$ cat src/logic/alu_pipe_pkg.sv
/*
 * alu pipeline package
 * operand and tag widths, opcode encoding and the layouts
 * of the command and result words
 */
package alu_pipe_pkg;

  // operand and result width
  parameter int DATA_W = 8;
  // the sequence tag wraps back to 0 after 15
  parameter int SEQ_W = 4;
  // shift amount comes from the low bits of operand b
  parameter int SHAMT_W = $clog2(DATA_W);

  // ------------------------------------------------
  // opcodes
  // ------------------------------------------------
  // codes 8..15 are not defined and all decode to OP_ILL
  typedef enum logic [3:0] {
    OP_ADD  = 4'd0,
    OP_SUB  = 4'd1,
    OP_AND  = 4'd2,
    OP_OR   = 4'd3,
    OP_XOR  = 4'd4,
    OP_SHL  = 4'd5,
    OP_SHR  = 4'd6,
    OP_PASS = 4'd7,
    OP_ILL  = 4'd15
  } op_e;

  // ------------------------------------------------
  // command and result words
  // ------------------------------------------------
  // 20 bit command with the opcode still undecoded
  typedef struct packed {
    logic [3:0]        opcode;
    logic [DATA_W-1:0] a;
    logic [DATA_W-1:0] b;
  } raw_cmd_t;

  // 15 bit result as seen on the result port
  typedef struct packed {
    logic [SEQ_W-1:0]  seq;
    logic              err;
    logic              carry;
    logic              zero;
    logic [DATA_W-1:0] value;
  } result_t;

endpackage

$ cat src/logic/dec_if.sv
/*
 * decode to execute link
 * one decoded operation and its operands, srdy/drdy handshake
 */
`timescale 1ns/1ps

interface dec_if import alu_pipe_pkg::*; ();

  // transfer when srdy and drdy are both high
  logic              srdy;
  logic              drdy;
  // decoded operation and operands
  op_e               op;
  logic [DATA_W-1:0] a;
  logic [DATA_W-1:0] b;

  // decode stage drives the operation
  modport src (output srdy, output op, output a, output b, input drdy);

  // execute stage only returns drdy
  modport dst (input srdy, input op, input a, input b, output drdy);

endinterface

$ cat src/logic/exec_if.sv
/*
 * execute to result link
 * raw alu value, carry and error bit, srdy/drdy handshake
 */
`timescale 1ns/1ps

interface exec_if import alu_pipe_pkg::*; ();

  // transfer when srdy and drdy are both high
  logic              srdy;
  logic              drdy;
  // alu outputs before flags and tag are added
  logic              op_err;
  logic              carry;
  logic [DATA_W-1:0] value;

  // execute stage drives the result
  modport src (output srdy, output op_err, output carry, output value, input drdy);

  // result stage only returns drdy
  modport dst (input srdy, input op_err, input carry, input value, output drdy);

endinterface

$ cat src/logic/cmd_fifo.sv
/*
 * compact srdy/drdy fifo
 * flop array of any depth (2 or more, power of two or not)
 * with registered p_srdy and a usage count of stored words
 */
`timescale 1ns/1ps

module cmd_fifo #(
  parameter int width = 8,
  parameter int depth = 16
) (
  input  logic                         clk,
  input  logic                         reset,
  // write side
  input  logic                         c_srdy,
  output logic                         c_drdy,
  input  logic [width-1:0]             c_data,
  // read side
  output logic                         p_srdy,
  input  logic                         p_drdy,
  output logic [width-1:0]             p_data,
  // number of words held including the head word
  output logic [$clog2(depth+1)-1:0]   usage
);

  localparam int asz = $clog2(depth);
  localparam int usz = $clog2(depth + 1);

  logic [width-1:0] mem [0:depth-1];
  logic [asz-1:0]   wrptr;
  logic [asz-1:0]   rdptr;
  logic [asz-1:0]   wrptr_p1;
  logic [asz-1:0]   rdptr_p1;
  logic             full;
  logic             wr_en;
  logic             rd_en;
  logic             nxt_p_srdy;

  // ------------------------------------------------
  // pointer and flag logic
  // ------------------------------------------------
  // pointers wrap explicitly so odd depths work
  assign wrptr_p1 = (wrptr == asz'(depth - 1)) ? '0 : wrptr + 1'b1;
  assign rdptr_p1 = (rdptr == asz'(depth - 1)) ? '0 : rdptr + 1'b1;

  assign full   = (usage == usz'(depth));
  assign c_drdy = !full;
  assign wr_en  = c_srdy && !full;
  assign rd_en  = p_srdy && p_drdy;

  // hold while stalled, raise once something is stored,
  // stay up across back-to-back reads while more than one word remains
  assign nxt_p_srdy = (p_srdy && !p_drdy) ||
                      (!p_srdy && (usage > 0)) ||
                      (p_srdy && p_drdy && (usage > 1));

  // ------------------------------------------------
  // control registers
  // ------------------------------------------------
  always_ff @(posedge clk)
  begin
    if (reset)
    begin
      wrptr  <= '0;
      rdptr  <= '0;
      usage  <= '0;
      p_srdy <= 1'b0;
    end
    else
    begin
      p_srdy <= nxt_p_srdy;
      if (wr_en)
        wrptr <= wrptr_p1;
      if (rd_en)
        rdptr <= rdptr_p1;
      // simultaneous read and write leaves the count alone
      if (wr_en && !rd_en)
        usage <= usage + 1'b1;
      else if (rd_en && !wr_en)
        usage <= usage - 1'b1;
    end
  end

  // storage array written at the tail pointer
  always_ff @(posedge clk)
  begin
    if (wr_en)
      mem[wrptr] <= c_data;
  end

  // head word straight from the flops
  assign p_data = mem[rdptr];

  // ------------------------------------------------
  // checks
  // ------------------------------------------------
  a_usage_bound: assert property (@(posedge clk) disable iff (reset)
    usage <= usz'(depth));

  // a stalled head word must not be overwritten by a later write
  a_head_stable: assert property (@(posedge clk) disable iff (reset)
    p_srdy && !p_drdy |=> $stable(p_data));

endmodule

$ cat src/logic/cmd_decode.sv
/*
 * decode stage
 * maps the raw opcode onto op_e, flags undefined codes as OP_ILL
 * and holds the operation in one register stage
 */
`timescale 1ns/1ps

module cmd_decode import alu_pipe_pkg::*; (
  input  logic     clk,
  input  logic     reset,
  // from the command fifo
  input  logic     in_srdy,
  output logic     in_drdy,
  input  raw_cmd_t in_cmd,
  // to the execute stage
  dec_if.src       dec
);

  op_e  op_dec;
  logic load;

  // ------------------------------------------------
  // opcode mapping
  // ------------------------------------------------
  // top bit set means an undefined code 8..15
  always_comb
  begin
    if (in_cmd.opcode[3])
      op_dec = OP_ILL;
    else
      op_dec = op_e'({1'b0, in_cmd.opcode[2:0]});
  end

  // ------------------------------------------------
  // pipeline register
  // ------------------------------------------------
  // take a new word when empty or when the current one leaves now
  assign in_drdy = !dec.srdy || dec.drdy;
  assign load    = in_srdy && in_drdy;

  always_ff @(posedge clk)
  begin
    if (reset)
      dec.srdy <= 1'b0;
    else if (load)
      dec.srdy <= 1'b1;
    else if (dec.drdy)
      dec.srdy <= 1'b0;
  end

  // payload loads with each accepted command
  always_ff @(posedge clk)
  begin
    if (load)
    begin
      dec.op <= op_dec;
      dec.a  <= in_cmd.a;
      dec.b  <= in_cmd.b;
    end
  end

  // a word stalled behind execute has to wait intact
  a_hold_stalled: assert property (@(posedge clk) disable iff (reset)
    dec.srdy && !dec.drdy |=> dec.srdy && $stable(dec.op) &&
                              $stable(dec.a) && $stable(dec.b));

endmodule

$ cat src/logic/alu_execute.sv
/*
 * execute stage
 * byte alu (add, sub, logic ops, shifts, pass) with carry out,
 * results held in one register stage
 */
`timescale 1ns/1ps

module alu_execute import alu_pipe_pkg::*; (
  input  logic clk,
  input  logic reset,
  // decoded operation in
  dec_if.dst   dec,
  // raw result out
  exec_if.src  ex
);

  logic [DATA_W-1:0]   alu_value;
  logic                alu_carry;
  logic                alu_err;
  logic [DATA_W:0]     sum;
  logic [SHAMT_W-1:0]  shamt;
  logic [2*DATA_W-1:0] shl_wide;
  logic [2*DATA_W-1:0] shr_wide;
  logic                load;

  // ------------------------------------------------
  // alu
  // ------------------------------------------------
  assign shamt = dec.b[SHAMT_W-1:0];

  // ninth bit of the sum is the add carry
  assign sum = {1'b0, dec.a} + {1'b0, dec.b};

  // widened shifts keep the last bit shifted out,
  // which lands just past the byte and is 0 for a zero shift
  assign shl_wide = {{DATA_W{1'b0}}, dec.a} << shamt;
  assign shr_wide = {dec.a, {DATA_W{1'b0}}} >> shamt;

  always_comb
  begin
    alu_value = '0;
    alu_carry = 1'b0;
    alu_err   = 1'b0;
    case (dec.op)
      OP_ADD:
      begin
        alu_value = sum[DATA_W-1:0];
        alu_carry = sum[DATA_W];
      end
      OP_SUB:
      begin
        alu_value = dec.a - dec.b;
        // borrow
        alu_carry = (dec.b > dec.a);
      end
      OP_AND:  alu_value = dec.a & dec.b;
      OP_OR:   alu_value = dec.a | dec.b;
      OP_XOR:  alu_value = dec.a ^ dec.b;
      OP_SHL:
      begin
        alu_value = shl_wide[DATA_W-1:0];
        alu_carry = shl_wide[DATA_W];
      end
      OP_SHR:
      begin
        alu_value = shr_wide[2*DATA_W-1:DATA_W];
        alu_carry = shr_wide[DATA_W-1];
      end
      OP_PASS: alu_value = dec.a;
      // OP_ILL leaves value and carry at 0
      default: alu_err = 1'b1;
    endcase
  end

  // ------------------------------------------------
  // pipeline register
  // ------------------------------------------------
  assign dec.drdy = !ex.srdy || ex.drdy;
  assign load     = dec.srdy && dec.drdy;

  always_ff @(posedge clk)
  begin
    if (reset)
      ex.srdy <= 1'b0;
    else if (load)
      ex.srdy <= 1'b1;
    else if (ex.drdy)
      ex.srdy <= 1'b0;
  end

  always_ff @(posedge clk)
  begin
    if (load)
    begin
      ex.value  <= alu_value;
      ex.carry  <= alu_carry;
      ex.op_err <= alu_err;
    end
  end

  // illegal ops must never leak a value downstream
  a_err_zero: assert property (@(posedge clk) disable iff (reset)
    ex.srdy && ex.op_err |-> (ex.value == '0) && !ex.carry);

endmodule

$ cat src/logic/result_pack.sv
/*
 * result stage
 * adds the zero flag and a running sequence tag to the alu
 * result and pushes the packed word into the result fifo
 */
`timescale 1ns/1ps

module result_pack import alu_pipe_pkg::*; (
  input  logic    clk,
  input  logic    reset,
  // raw result in
  exec_if.dst     ex,
  // packed result out to the fifo
  output logic    r_srdy,
  input  logic    r_drdy,
  output result_t r_data
);

  logic [SEQ_W-1:0] seq;
  logic             push;

  // ------------------------------------------------
  // pass-through handshake
  // ------------------------------------------------
  // the result fifo is the register after this stage
  assign r_srdy  = ex.srdy;
  assign ex.drdy = r_drdy;
  assign push    = r_srdy && r_drdy;

  // ------------------------------------------------
  // word assembly
  // ------------------------------------------------
  always_comb
  begin
    r_data.seq   = seq;
    r_data.err   = ex.op_err;
    r_data.carry = ex.carry;
    r_data.zero  = (ex.value == '0);
    r_data.value = ex.value;
  end

  // tag counts accepted results and wraps
  always_ff @(posedge clk)
  begin
    if (reset)
      seq <= '0;
    else if (push)
      seq <= seq + 1'b1;
  end

  // a stalled or idle cycle keeps the tag so results stay numbered in order
  a_tag_on_push: assert property (@(posedge clk) disable iff (reset)
    !push |=> $stable(seq));

endmodule

$ cat src/logic/alu_pipe_top.sv
/*
 * alu command pipeline top
 * command fifo, decode, execute and result stages, result fifo
 * all linked by srdy/drdy
 */
`timescale 1ns/1ps

module alu_pipe_top import alu_pipe_pkg::*; #(
  parameter int CMD_DEPTH = 6,
  parameter int RES_DEPTH = 5
) (
  input  logic                           clk,
  input  logic                           reset,
  // command port
  input  logic                           cmd_srdy,
  output logic                           cmd_drdy,
  input  raw_cmd_t                       cmd_data,
  // result port
  output logic                           res_srdy,
  input  logic                           res_drdy,
  output result_t                        res_data,
  // fill level of the command queue
  output logic [$clog2(CMD_DEPTH+1)-1:0] cmd_usage
);

  // command queue to decode
  logic     q_srdy;
  logic     q_drdy;
  raw_cmd_t q_data;

  // result stage to result queue
  logic     r_srdy;
  logic     r_drdy;
  result_t  r_data;

  dec_if  dec ();
  exec_if ex ();

  // ------------------------------------------------
  // command queue
  // ------------------------------------------------
  cmd_fifo #(
    .width ($bits(raw_cmd_t)),
    .depth (CMD_DEPTH)
  ) u_cmd_q (
    .clk    (clk),
    .reset  (reset),
    .c_srdy (cmd_srdy),
    .c_drdy (cmd_drdy),
    .c_data (cmd_data),
    .p_srdy (q_srdy),
    .p_drdy (q_drdy),
    .p_data (q_data),
    .usage  (cmd_usage)
  );

  // ------------------------------------------------
  // pipeline stages
  // ------------------------------------------------
  cmd_decode u_decode (
    .clk     (clk),
    .reset   (reset),
    .in_srdy (q_srdy),
    .in_drdy (q_drdy),
    .in_cmd  (q_data),
    .dec     (dec.src)
  );

  alu_execute u_execute (
    .clk   (clk),
    .reset (reset),
    .dec   (dec.dst),
    .ex    (ex.src)
  );

  result_pack u_result (
    .clk    (clk),
    .reset  (reset),
    .ex     (ex.dst),
    .r_srdy (r_srdy),
    .r_drdy (r_drdy),
    .r_data (r_data)
  );

  // ------------------------------------------------
  // result queue
  // ------------------------------------------------
  // fill level of this queue is not brought out
  cmd_fifo #(
    .width ($bits(result_t)),
    .depth (RES_DEPTH)
  ) u_res_q (
    .clk    (clk),
    .reset  (reset),
    .c_srdy (r_srdy),
    .c_drdy (r_drdy),
    .c_data (r_data),
    .p_srdy (res_srdy),
    .p_drdy (res_drdy),
    .p_data (res_data),
    .usage  ()
  );

endmodule

$ cat config.mk
export PLATFORM = sky130hd
export DESIGN_NAME = alu_pipe_top
export DESIGN_NICKNAME = d
export VERILOG_FILES = /design/src/logic/alu_pipe_pkg.sv /design/src/logic/dec_if.sv /design/src/logic/exec_if.sv /design/src/logic/cmd_fifo.sv /design/src/logic/cmd_decode.sv /design/src/logic/alu_execute.sv /design/src/logic/result_pack.sv /design/src/logic/alu_pipe_top.sv
export SDC_FILE = /design/constraint.sdc
export NUM_CORES = 1
export LEC_CHECK = 0
export BUFFER_PORTS_ARGS = -buffer_cell sky130_fd_sc_hd__buf_2
export CORE_MARGIN = 2
export CORE_UTILIZATION = 55
export DETAILED_ROUTE_END_ITERATION = 6
export GPL_TIMING_DRIVEN = 0
export PLACE_DENSITY_LB_ADDON = 0.25
export SLEW_MARGIN = 40
export SYNTH_ARGS = -nofsm -noshare
export SYNTH_HDL_FRONTEND = slang
export SYNTH_SLANG_ARGS = --single-unit
$ cat constraint.sdc
create_clock -name clk -period 3.7 [get_ports clk]
set_input_delay 0.185 -clock clk [delete_from_list [all_inputs] [get_ports clk]]
set_output_delay 0.185 -clock clk [all_outputs]
set_load 0.03 [all_outputs]
==> results.txt <==
----------------------------------------------------
[Placed design]
  Quantity of I/O buffers inserted on ports ... 42
  Hpwl dp ... 16.56 mm
  Final weighted congestion of routability-driven global placement ... 0.9080
  Place WS ... 0.6869 ns

[Worst setup path]
  Crit path launch ... u_decode.dec.b[1]$_DFFE_PP_
  CP Launch Type ... register
  Crit-path max cell delay ... around 0.37 ns
  Critical path fanouts, max ... 10
  CP max-delay cell ... sky130_fd_sc_hd__a221o_1
  Series of cell instances along the critical path ... buf_2, buf_4, buf_2, inv_1, ha_1, a211oi_2, nor3b_4, a221o_1, a2111oi_2, nand3b_1
  Endpoint type of the worst setup path ... register
  Arrival time at the worst endpoint ... 3.29 ns
  Startpoint of the worst-slack reg-to-reg timing path ... u_decode.dec.b[1]$_DFFE_PP_
  Type of the setup path with the least slack ... register to register
  Required time of the critical path ... 3.96 ns
  Cell repeated most along the worst path ... sky130_fd_sc_hd__buf_2

[Floorplanning]
  Die Width ... 149.2 um
  DIE HEIGHT ... 149.2 um
  # rows ... 53
  Number of top-level pins ... 44
  Initial Utilization ... a little under three fifths
  Placeable core region ... 20890 sq um
  Die area ... 22260 sq um

[Detailed routing]
  Post-detailed-route DRC marker count ... 0
  Total Routed Length ... 23.33 mm
  Post-route ant nets ... 0
  Total via count after detailed routing ... 6868
  Iteration-0 DRC count of the detailed router ... between 400 and 500
  Per-cell routed wire length ... ~19 um
  Number of detailed-routing iterations run before antenna repair ... 5
  Vias per Instance ... 5.690

[Min path]
  Path type of the worst min-delay path ... primary input to register
  Hold path start ... res_drdy

[STA]
  Time the worst path needs with I/O delays and setup ... 3.021 ns
  Worst-margin pin slew ... 0.8124 ns
  Final number of setup-violating endpoints ... 0
  Layout Skew ... 0.01651 ns
  Number of pins with negative max-slew slack in the final report ... 0
  Unrepaired setup endpoints after global routing ... no
  Smallest setup slack after layout ... between 0.6 and 0.7 ns
  Max Freq ... around 0.33 GHz
  Hold slack ... 0.02430 ns
  Final Cycle Share ... 81.66%
  Final number of hold-violating endpoints ... 0
  Headroom to the max-slew limit ... 45.84%

[Clocking]
  Post-CTS resize count ... 0
  TritonCTS Buffers ... 25
  Root buffer selected by CTS ... sky130_fd_sc_hd__clkbuf_16
  Post-CTS Hold Fix Bufs ... 20
  Max Buffers Root-to-Sink ... 3
  Clock-pin slew of the registers on the worst-case setup and hold paths ... 0.06 ns
  Deepest level of the CTS H-tree ... 1
  Total number of clock tree sinks ... 257
  Clock tree from TritonCTS ... done
  Post-CTS setup-driven buffer insertion count ... 0
  Clock network latency to the later pin of the worst-skew pair ... 0.53 ns

[Finish]
  Layout cell share with drive strength beyond 1 ... 21.78%
  Number of inserted filler cells in the final layout ... 1467
  Number of nets in the finished design ... 983
  ANT cells ... 0
  Area delta synth->final ... 15.60%
  Utilization after layout ... 64.18%

[Global route]
  First-pass GRT wire length ... between 30 and 40 mm
  Via count of the first global-routing pass ... 7121
  Overall Global Routing Usage ... 21.75%
  Antenna violations before repair ... 0
  Largest net degree at the start of global routing ... 25
  GR Overflow Total ... 0

[Run status]
  Run status ... finished clean

[Yosys]
  Most common flop cell mapped by yosys ... sky130_fd_sc_hd__edfxtp_1
  Cell type with the largest total area after synthesis ... sky130_fd_sc_hd__edfxtp_1
  Synthesized net count ... around 860
  Number of distinct standard cells referenced by the synthesized netlist ... 65
  Average cell area after synthesis ... 14.59 sq um
  Top post-synthesis cells by area ... sky130_fd_sc_hd__edfxtp_1 58%, sky130_fd_sc_hd__mux4_2 7.0%, sky130_fd_sc_hd__dfxtp_1 5.5%
  Part of the Yosys area used for sequential elements ... 63.78%
  Proportion of synthesized flip-flops having asynchronous set or reset ... 0%
  Most instantiated library cell after synthesis ... sky130_fd_sc_hd__edfxtp_1
  Synthesized instance count ... around 800
  Netlist area before placement ... 11600 sq um
  Number of enable flip-flop cells after synthesis ... approximately 230
  Ys Warns ... 0
  Leading post-synthesis cells by instance count ... 225 x sky130_fd_sc_hd__edfxtp_1, 66 x sky130_fd_sc_hd__nor2_1, 57 x sky130_fd_sc_hd__a21oi_1
  Yosys top cell area share ... roughly three fifths
  #FFs+latches synth ... about 260

[Power and ir drop]
  Max rail drop VDD ... 0.4024 mV
  Power Density ... ~660 nW/um^2
  Leakage power of the design ... 4.844 nW

[Job]
  Maximum capacitance violations ... 0

----------------------------------------------------
-- registers in the layout, summed over array words and instances (netlist names), 4 cells and up, named ones only --
name and count:
u_decode.dec.op 4, u_decode.dec.a 8, u_execute.ex.value 8, u_res_q.mem 75
u_result.seq 4, u_cmd_q.mem 120, u_decode.dec.b 8
-- metrics by stage --
step | area, sq um | power, mW | instances | TNS (ns)
floorplan | 11600 | 5.666 | 795 | 0
global placement | 12150 | 6.250 | 1112 | -44.40
detailed placement | 12390 | 6.354 | 1142 | 0
CTS | 13410 | 8.860 | 1207 | 0
global route | 13410 | 9.278 | 1207 | 0
finish | 13410 | 8.816 | 1207 | 0
-- worst max-delay path, delay by kind of cell (launching register included) --
kind	cells	cell delay (ns)
AOI/OAI and AO/OA	3	1.07
buffers and inverters	4	0.79
adders and majority gates	1	0.36
DFF	1	0.35
and+or+nand+nor	2	0.22
-- cell type report --
cell class                 instances  area [sq um]  share of cell area, %
sequential                       257          7397                  55.17
multi-input combinational        462          3930                  29.31
clock buffer                      34         699.4                  5.217
timing repair buffer              92         595.6                  4.442
tap                              275         344.1                  2.566
buffer                            40         188.9                  1.409
inverter                          36         135.1                  1.008
clock inverter                    11         116.4                 0.8679
-- final timing paths --
check | endpoint | slack [ns] | cells after the start
setup / recovery | u_execute.ex.value[7]$_DFFE_PP_ | 0.68 | 10
hold / removal | u_res_q.p_srdy$_SDFF_PP0_ | 0.02 | 4
setup reg to reg | u_execute.ex.value[7]$_DFFE_PP_ | 0.68 | 10
hold reg to reg | u_execute.ex.srdy$_SDFFE_PP0P_ | 0.48 | 2
-- placed cells by master, fill, tap and decap left out, types with 4 or more instances in the layout --
master / count
sky130_fd_sc_hd__nor3b_1: 4
sky130_fd_sc_hd__a22o_1: 7
sky130_fd_sc_hd__inv_1: 31
sky130_fd_sc_hd__o21ai_0: 11
sky130_fd_sc_hd__mux2_2: 16
sky130_fd_sc_hd__a211oi_1: 5
sky130_fd_sc_hd__mux4_2: 36
sky130_fd_sc_hd__a21oi_1: 57
sky130_fd_sc_hd__nand2_1: 41
sky130_fd_sc_hd__mux2i_1: 52
sky130_fd_sc_hd__nor2_1: 65
sky130_fd_sc_hd__ha_1: 43
sky130_fd_sc_hd__clkbuf_16: 25
sky130_fd_sc_hd__dlygate4sd3_1: 20
sky130_fd_sc_hd__clkbuf_8: 4
sky130_fd_sc_hd__xor2_1: 8
sky130_fd_sc_hd__o211ai_1: 5
sky130_fd_sc_hd__nor2b_1: 8
sky130_fd_sc_hd__or3_1: 4
sky130_fd_sc_hd__edfxtp_1: 225
sky130_fd_sc_hd__buf_1: 4
sky130_fd_sc_hd__buf_4: 9
sky130_fd_sc_hd__dfxtp_1: 32
sky130_fd_sc_hd__nand4_1: 5
sky130_fd_sc_hd__nand3b_1: 9
sky130_fd_sc_hd__nor4_2: 6
sky130_fd_sc_hd__inv_2: 5
sky130_fd_sc_hd__clkbuf_1: 23
sky130_fd_sc_hd__a22oi_1: 5
sky130_fd_sc_hd__nor3_1: 5
sky130_fd_sc_hd__buf_2: 79
sky130_fd_sc_hd__o21ai_1: 9
sky130_fd_sc_hd__nand3_1: 7
sky130_fd_sc_hd__nor3_2: 4
-- cells by family after synthesis --
| logic type | synth area share (%) |
|---|---|
| AND/OR/NAND/NOR | 8.070 |
| XOR/XNOR | 0.8308 |
| buffers and inverters | 2.794 |
| AO/OA/AOI/OAI | 6.506 |
| flip-flops | 63.78 |
| adder cells (fa/ha/maj) | 4.984 |
| multiplexers | 13.03 |
-- power by group --
part	internal, mW	switching, mW	leakage, nW	total (mW)
clock	1.46	1.02	0.399	2.49
sequential	3.51	0.239	2.31	3.75
combinational	1.07	1.51	2.13	2.58
-- layer usage --
metal	vias to the layer above	share of wire [%]	track usage, %
met4	0	2.0	5.381
met3	37	4.4	3.089
met1	3390	40	27.03
li1	3269	-	-
met2	172	53	40.16
met5	-	0	0
Power figures use the tool's default switching activity.
